## src/include/hist_macros.svh

```systemverilog
// histogram width parameters
// bin index, count and weight widths shared by the whole design

`ifndef HIST_MACROS_SVH
`define HIST_MACROS_SVH

// number of bins is 2 ** HIST_BIN_BITS
`define HIST_BIN_BITS 4

// counts saturate at all ones
`define HIST_COUNT_BITS 8

// width of the weight carried by an add command
`define HIST_WEIGHT_BITS 4

`endif

```

## src/hist_cmd_pkg.sv

```systemverilog
// histogram command interface types
// opcode encoding, command and response records seen at the top level

`default_nettype none

`include "hist_macros.svh"

package hist_cmd_pkg;

	// add saturates, read-clear returns the count then zeroes the bin
	typedef enum logic [1:0]
	{
		OP_NOP        = 2'd0,
		OP_ADD        = 2'd1,
		OP_READ       = 2'd2,
		OP_READ_CLEAR = 2'd3
	} hist_op_e;

	typedef struct packed
	{
		hist_op_e                      op;
		logic [`HIST_BIN_BITS-1:0]    bin;
		logic [`HIST_WEIGHT_BITS-1:0] weight;
	} hist_cmd_t;

	// returned for read and read-clear only
	typedef struct packed
	{
		logic [`HIST_BIN_BITS-1:0]   bin;
		logic [`HIST_COUNT_BITS-1:0] count;
	} hist_rsp_t;

endpackage

`default_nettype wire

```

## src/hist_pipe_pkg.sv

```systemverilog
// histogram pipeline internal types
// stage-to-stage items, write-back records and clear sweep states

`default_nettype none

`include "hist_macros.svh"

package hist_pipe_pkg;

	// clear sweep runs once after reset
	typedef enum logic
	{
		SWEEP_CLEAR = 1'b0,
		SWEEP_DONE  = 1'b1
	} sweep_state_e;

	// accepted command as held between issue and update
	typedef struct packed
	{
		logic                          valid;
		hist_cmd_pkg::hist_op_e        op;
		logic [`HIST_BIN_BITS-1:0]    bin;
		logic [`HIST_WEIGHT_BITS-1:0] weight;
	} pipe_item_t;

	// one pending RAM write, also kept as forwarding history
	typedef struct packed
	{
		logic                        valid;
		logic [`HIST_BIN_BITS-1:0]   bin;
		logic [`HIST_COUNT_BITS-1:0] count;
	} wb_item_t;

endpackage

`default_nettype wire

```

## src/count_ram_readfirst.sv

```systemverilog
// count memory
// simple dual-port RAM, read before write, one cycle read latency
// a read colliding with a write to the same bin sees the old count

`timescale 1ns/1ps
`default_nettype none

`include "hist_macros.svh"

module count_ram_readfirst
(
	input wire wclock,
	input wire logic wenable,
	input wire logic [`HIST_BIN_BITS-1:0] waddr,
	input wire logic [`HIST_COUNT_BITS-1:0] wdata,
	input wire logic renable,
	input wire logic [`HIST_BIN_BITS-1:0] raddr,
	output logic [`HIST_COUNT_BITS-1:0] rdata
);

	localparam int DEPTH = 1 << `HIST_BIN_BITS;

	logic [`HIST_COUNT_BITS-1:0] memory [0:DEPTH-1];

	always_ff @(posedge wclock)
	begin
		if (wenable)
			memory[waddr] <= wdata;
	end

	// nonblocking read of the old content gives read-first behavior
	always_ff @(posedge wclock)
	begin
		if (renable)
			rdata <= memory[raddr];
	end

endmodule

`default_nettype wire

```

## src/hist_issue_stage.sv

```systemverilog
// histogram issue stage
// clears every bin after reset, then turns commands into RAM reads
// and pipeline items; owns the RAM write port mux

`timescale 1ns/1ps
`default_nettype none

`include "hist_macros.svh"

module hist_issue_stage
(
	input wire wclock,
	input wire rst,
	input wire logic cmd_valid,
	input wire hist_cmd_pkg::hist_cmd_t cmd,
	input wire hist_pipe_pkg::wb_item_t wb,
	output logic busy,
	output logic renable,
	output logic [`HIST_BIN_BITS-1:0] raddr,
	output logic wenable,
	output logic [`HIST_BIN_BITS-1:0] waddr,
	output logic [`HIST_COUNT_BITS-1:0] wdata,
	output hist_pipe_pkg::pipe_item_t item
);

	hist_pipe_pkg::sweep_state_e sweep_state;
	logic [`HIST_BIN_BITS-1:0] sweep_bin;
	logic accept;

	assign busy = (sweep_state == hist_pipe_pkg::SWEEP_CLEAR);

	// one bin zeroed per cycle, done after the last one
	always_ff @(posedge wclock)
	begin
		if (rst)
		begin
			sweep_state <= hist_pipe_pkg::SWEEP_CLEAR;
			sweep_bin <= '0;
		end
		else if (sweep_state == hist_pipe_pkg::SWEEP_CLEAR)
		begin
			sweep_bin <= sweep_bin + 1'b1;
			if (sweep_bin == {`HIST_BIN_BITS{1'b1}})
				sweep_state <= hist_pipe_pkg::SWEEP_DONE;
		end
	end

	// nop and anything during the sweep are dropped
	assign accept = cmd_valid && !busy && (cmd.op != hist_cmd_pkg::OP_NOP);

	assign renable = accept;
	assign raddr = cmd.bin;

	always_ff @(posedge wclock)
	begin
		if (rst)
			item.valid <= 1'b0;
		else
			item.valid <= accept;
		if (accept)
		begin
			item.op <= cmd.op;
			item.bin <= cmd.bin;
			item.weight <= cmd.weight;
		end
	end

	// sweep writes take the port while busy, write-back otherwise
	assign wenable = busy ? 1'b1 : wb.valid;
	assign waddr = busy ? sweep_bin : wb.bin;
	assign wdata = busy ? '0 : wb.count;

endmodule

`default_nettype wire

```

## src/hist_top.sv

```systemverilog
// weighted histogram accumulator
// issue stage, read-first count RAM and update stage in one pipeline

`timescale 1ns/1ps
`default_nettype none

`include "hist_macros.svh"

module hist_top
(
	input wire wclock,
	input wire rst,
	input wire logic cmd_valid,
	input wire hist_cmd_pkg::hist_cmd_t cmd,
	output logic busy,
	output logic rsp_valid,
	output hist_cmd_pkg::hist_rsp_t rsp
);

	logic renable;
	logic [`HIST_BIN_BITS-1:0] raddr;
	logic [`HIST_COUNT_BITS-1:0] rdata;
	logic wenable;
	logic [`HIST_BIN_BITS-1:0] waddr;
	logic [`HIST_COUNT_BITS-1:0] wdata;
	hist_pipe_pkg::pipe_item_t item;
	hist_pipe_pkg::wb_item_t wb;

	hist_issue_stage i_issue
	(
		.wclock    (wclock),
		.rst       (rst),
		.cmd_valid (cmd_valid),
		.cmd       (cmd),
		.wb        (wb),
		.busy      (busy),
		.renable   (renable),
		.raddr     (raddr),
		.wenable   (wenable),
		.waddr     (waddr),
		.wdata     (wdata),
		.item      (item)
	);

	count_ram_readfirst i_ram
	(
		.wclock  (wclock),
		.wenable (wenable),
		.waddr   (waddr),
		.wdata   (wdata),
		.renable (renable),
		.raddr   (raddr),
		.rdata   (rdata)
	);

	hist_update_stage i_update
	(
		.wclock    (wclock),
		.rst       (rst),
		.item      (item),
		.rdata     (rdata),
		.wb        (wb),
		.rsp_valid (rsp_valid),
		.rsp       (rsp)
	);

endmodule

`default_nettype wire

```

## src/hist_update_stage.sv

```systemverilog
// histogram update stage
// picks the current count from RAM or forwarded write-backs, applies
// the opcode and registers the write-back record and the response

`timescale 1ns/1ps
`default_nettype none

`include "hist_macros.svh"

module hist_update_stage
(
	input wire wclock,
	input wire rst,
	input wire hist_pipe_pkg::pipe_item_t item,
	input wire logic [`HIST_COUNT_BITS-1:0] rdata,
	output hist_pipe_pkg::wb_item_t wb,
	output logic rsp_valid,
	output hist_cmd_pkg::hist_rsp_t rsp
);

	// older write-back, already in RAM but missed by the read-first read
	hist_pipe_pkg::wb_item_t wb_prev;
	hist_pipe_pkg::wb_item_t wb_next;
	logic [`HIST_COUNT_BITS-1:0] cur_count;
	logic [`HIST_COUNT_BITS:0] sum;
	logic [`HIST_COUNT_BITS-1:0] sat_count;
	logic rsp_next;

	// youngest matching record wins
	always_comb
	begin
		if (wb.valid && (wb.bin == item.bin))
			cur_count = wb.count;
		else if (wb_prev.valid && (wb_prev.bin == item.bin))
			cur_count = wb_prev.count;
		else
			cur_count = rdata;
	end

	assign sum = {1'b0, cur_count} + (`HIST_COUNT_BITS+1)'(item.weight);
	assign sat_count = sum[`HIST_COUNT_BITS] ? {`HIST_COUNT_BITS{1'b1}}
		: sum[`HIST_COUNT_BITS-1:0];

	always_comb
	begin
		wb_next.valid = 1'b0;
		wb_next.bin = item.bin;
		wb_next.count = '0;
		rsp_next = 1'b0;
		case (item.op)
			hist_cmd_pkg::OP_ADD:
			begin
				wb_next.valid = item.valid;
				wb_next.count = sat_count;
			end
			hist_cmd_pkg::OP_READ:
				rsp_next = item.valid;
			hist_cmd_pkg::OP_READ_CLEAR:
			begin
				wb_next.valid = item.valid;
				rsp_next = item.valid;
			end
			default:
				wb_next.valid = 1'b0;
		endcase
	end

	always_ff @(posedge wclock)
	begin
		if (rst)
		begin
			wb.valid <= 1'b0;
			wb_prev.valid <= 1'b0;
			rsp_valid <= 1'b0;
		end
		else
		begin
			wb.valid <= wb_next.valid;
			wb_prev.valid <= wb.valid;
			rsp_valid <= rsp_next;
		end
		wb.bin <= wb_next.bin;
		wb.count <= wb_next.count;
		wb_prev.bin <= wb.bin;
		wb_prev.count <= wb.count;
		rsp.bin <= item.bin;
		rsp.count <= cur_count;
	end

endmodule

`default_nettype wire

```

## config.mk

```make
export PLATFORM = sky130hd
export DESIGN_NAME = hist_top
export DESIGN_NICKNAME = d
export VERILOG_FILES = /design/src/hist_cmd_pkg.sv /design/src/hist_pipe_pkg.sv /design/src/count_ram_readfirst.sv /design/src/hist_issue_stage.sv /design/src/hist_top.sv /design/src/hist_update_stage.sv
export VERILOG_INCLUDE_DIRS = /design/src /design/src/include
export SDC_FILE = /design/constraint.sdc
export NUM_CORES = 1
export LEC_CHECK = 0
export BUFFER_PORTS_ARGS = -buffer_cell sky130_fd_sc_hd__buf_4
export CAP_MARGIN = 20
export CORE_ASPECT_RATIO = 0.9
export CORE_MARGIN = 5
export CORE_UTILIZATION = 40
export DETAILED_ROUTE_END_ITERATION = 6
export PLACE_DENSITY = 0.61
export SLEW_MARGIN = 30
export SYNTH_ARGS = -nofsm -noshare
export SYNTH_HDL_FRONTEND = slang
export SYNTH_SLANG_ARGS = --single-unit
```

## constraint.sdc

```tcl
create_clock -name wclock -period 3.6 [get_ports wclock]
set_clock_uncertainty 0.15 [all_clocks]
set_input_delay 0.18 -clock wclock [delete_from_list [all_inputs] [get_ports wclock]]
set_output_delay 0.18 -clock wclock [all_outputs]
set_load 0.02 [all_outputs]
```

==> reports/metrics.csv <==
metric;value;unit
cts_tree;built;
ys_dominant_reg_cell;edfxtp_1;
rsz0062_at_grt;false;
fillCellCount;1496;
hold_viol;0;
syn-cell-area;0.00720;sq mm
synth_edf_count;146;
multi_input_area;0.00192;sq mm
period_minus_slack;3.24;ns
drt_iter0_drc;271;
grt_pass1_wl;20.5;mm
worstSetupPathType;reg2reg;
outcome;finished, final reports clean;
cp_max_fo;5;
drt-pass1-iter-count;6;
die_x;151;um
ys_seq_elements;187;
crit_required;3.75;ns
fin_ws;0.362;ns
finalSetupViolations;0;
htreeDepth;4;
route.detailed.drc;0;
cp-end-kind;flip-flop;
syn2layout_area_growth;16.6;%
final_cell_mix;146 x edfxtp_1, 41 x dfxtp_1, 40 x mux4_2;
syn_nets;412;
grt_pass1_vias;3611;
core-area;0.0177;sq mm
tns;0;ns
ios;27;
synth_cell_types;48;
viasPerCell;5.11;
grt_max_degree;34;
synthArstFlopShare;0;%
worst_setup_path_start_kind;flip-flop;
syn_inst;393;
synth_warnings;0;
clock_latency;0.43;ns
start_util;40.8;%
wl;12.6;mm
worst_pin_slew;0.824;ns
max-clock-path-buffers;2;
routedWlPerCell;18.2;um
die_area;0.0208;sq mm
ir_drop;0.331;mV
via_count;3539;
place_ws;0.149;ns
dp_cells;650;
overflow;0;
port_buffers;26;
grt.total_usage;13.3;%
antenna_found_initial;0;
maxCapViolations;0;
rows;46;
slew_headroom;44.9;%
path_clk_slew;0.07;ns
finalPower;4.34;mW
hpwl;8.42;mm
fmax;309;MHz
clock_sinks;187;
nets;459;
root_buffer;clkbuf_16;
ys_seq_area_share;72.2;%
power.density;517;mW/mm^2
hold_path.class;in2reg;
final_common_cell;edfxtp_1;
die_h;137;um
cts_buffers;17;
gp_congestion;0.819;
seq_area;0.00520;sq mm
arrival;3.39;ns
drive_gt1_share;27.6;%
ant_nets;0;
syn_avg_cell_area;18.3;sq um
fin_crit_sh;89.9;%
p_leak;3.00;nW
finalMaxSlewViolations;0;
diodes;0;
fin_cells;693;
report_power, final:
| part | internal (mW) | total (mW) | leakage (nW) | switching, mW |
|---|---|---|---|---|
| combinational | 0.0685 | 0.140 | 0.848 | 0.0713 |
| sequential | 2.34 | 2.35 | 1.87 | 0.0111 |
| clock | 1.04 | 1.85 | 0.284 | 0.817 |
logic make-up (layout without fill, tap and decap cells):
family | after synthesis | in the layout | synth area share, %
adder cells (fa/ha/maj) | 6 | 6 | 1.15
AO/OA/AOI/OAI | 39 | 39 | 4.22
XOR/XNOR | 13 | 13 | 1.58
buffers and inverters | 24 | 84 | 1.63
flip-flops | 187 | 187 | 72.2
AND/OR/NAND/NOR | 79 | 79 | 5.97
multiplexers | 45 | 45 | 13.2
synth_stat cells (5+ instances only):
cell / instances / area, sq um
a21oi_1: 11 / 55.1
a31oi_1: 7 / 43.8
and2_1: 8 / 50.1
buf_1: 5 / 18.8
dfxtp_1: 41 / 821
edfxtp_1: 146 / 4380
ha_1: 5 / 62.6
mux2i_1: 5 / 50.1
mux4_2: 40 / 901
nand2_1: 5 / 18.8
nand3_1: 5 / 25.0
nand4_1: 5 / 31.3
nor2_1: 26 / 97.6
nor2b_1: 7 / 43.8
nor3_1: 7 / 35.0
o21ai_1: 7 / 35.0
xnor2_1: 10 / 87.6
flip-flops by register name, indices dropped and copies added (netlist names):
name and flops:
i_ram.memory 128, i_update.wb 13, i_update.wb_prev 13, i_issue.item 11, i_ram.rdata 8, i_update.rsp 8, i_issue.sweep_bin 4, i_issue.sweep_state 1
i_update.rsp_valid 1
what timing repair did:
action / CTS / global route
buffers inserted: 0 / 2
gates resized for setup: 0 / 6
endpoints found under the setup margin: 0 / 7
hold buffers: 9 / 0
hold endpoints to repair: 17 / 0
through the flow:
stage / hold WS, ns / instance area, sq um / utilization [%]
final: 0.130 / 8400 / 47.6
after global routing: 0.124 / 8400 / 47.6
after CTS: 0.124 / 8350 / 47.3
after detailed placement: 0.211 / 7670 / 43.4
after global placement: 0.210 / 7670 / 43.4
after floorplan: 0.129 / 7200 / -
critical path: stages (launching register included):
cell and delay, ns:
edfxtp_1 0.43, xnor2_1 0.26, nand2_2 0.14, nor2_4 0.19, mux2i_1 0.10, o21ai_1 0.17
ha_1 0.19, inv_1 0.06, fa_1 0.42, nor2b_1 0.12, o21ai_0 0.09, nor2b_1 0.17
a311oi_4 0.30, and4b_1 0.27, nor3_2 0.05
per-layer routing:
metal / vias to the layer above / track usage, % / routed length (um)
met3: 8 / 3.85 / 562
met4: 0 / 4.08 / 142
met5: - / 0 / 0
met1: 1813 / 19.3 / 6050
met2: 68 / 19.6 / 5880
li1: 1650 / - / -
final timing paths:
kind	cells after the start	slack, ns	from	end
max	14	0.36	i_issue.item[5]$_DFFE_PP_	i_update.wb[6]$_SDFF_PP0_
min	1	0.13	cmd[5]	i_issue.item[5]$_DFFE_PP_
max reg2reg	14	0.36	i_issue.item[5]$_DFFE_PP_	i_update.wb[6]$_SDFF_PP0_
min reg2reg	0	0.23	i_update.wb[4]$_SDFF_PP0_	i_update.wb_prev[4]$_DFF_P_
area by class of cell:
class,instances,share of cell area [%]
Tap cell,240,3.57
Timing Repair Buffer,46,4.38
Inverter,6,0.268
Clock buffer,17,5.06
Sequential cell,187,61.9
Clock inverter,15,1.94
Multi-Input combinational cell,182,22.8
Power figures use the tool's default switching activity.
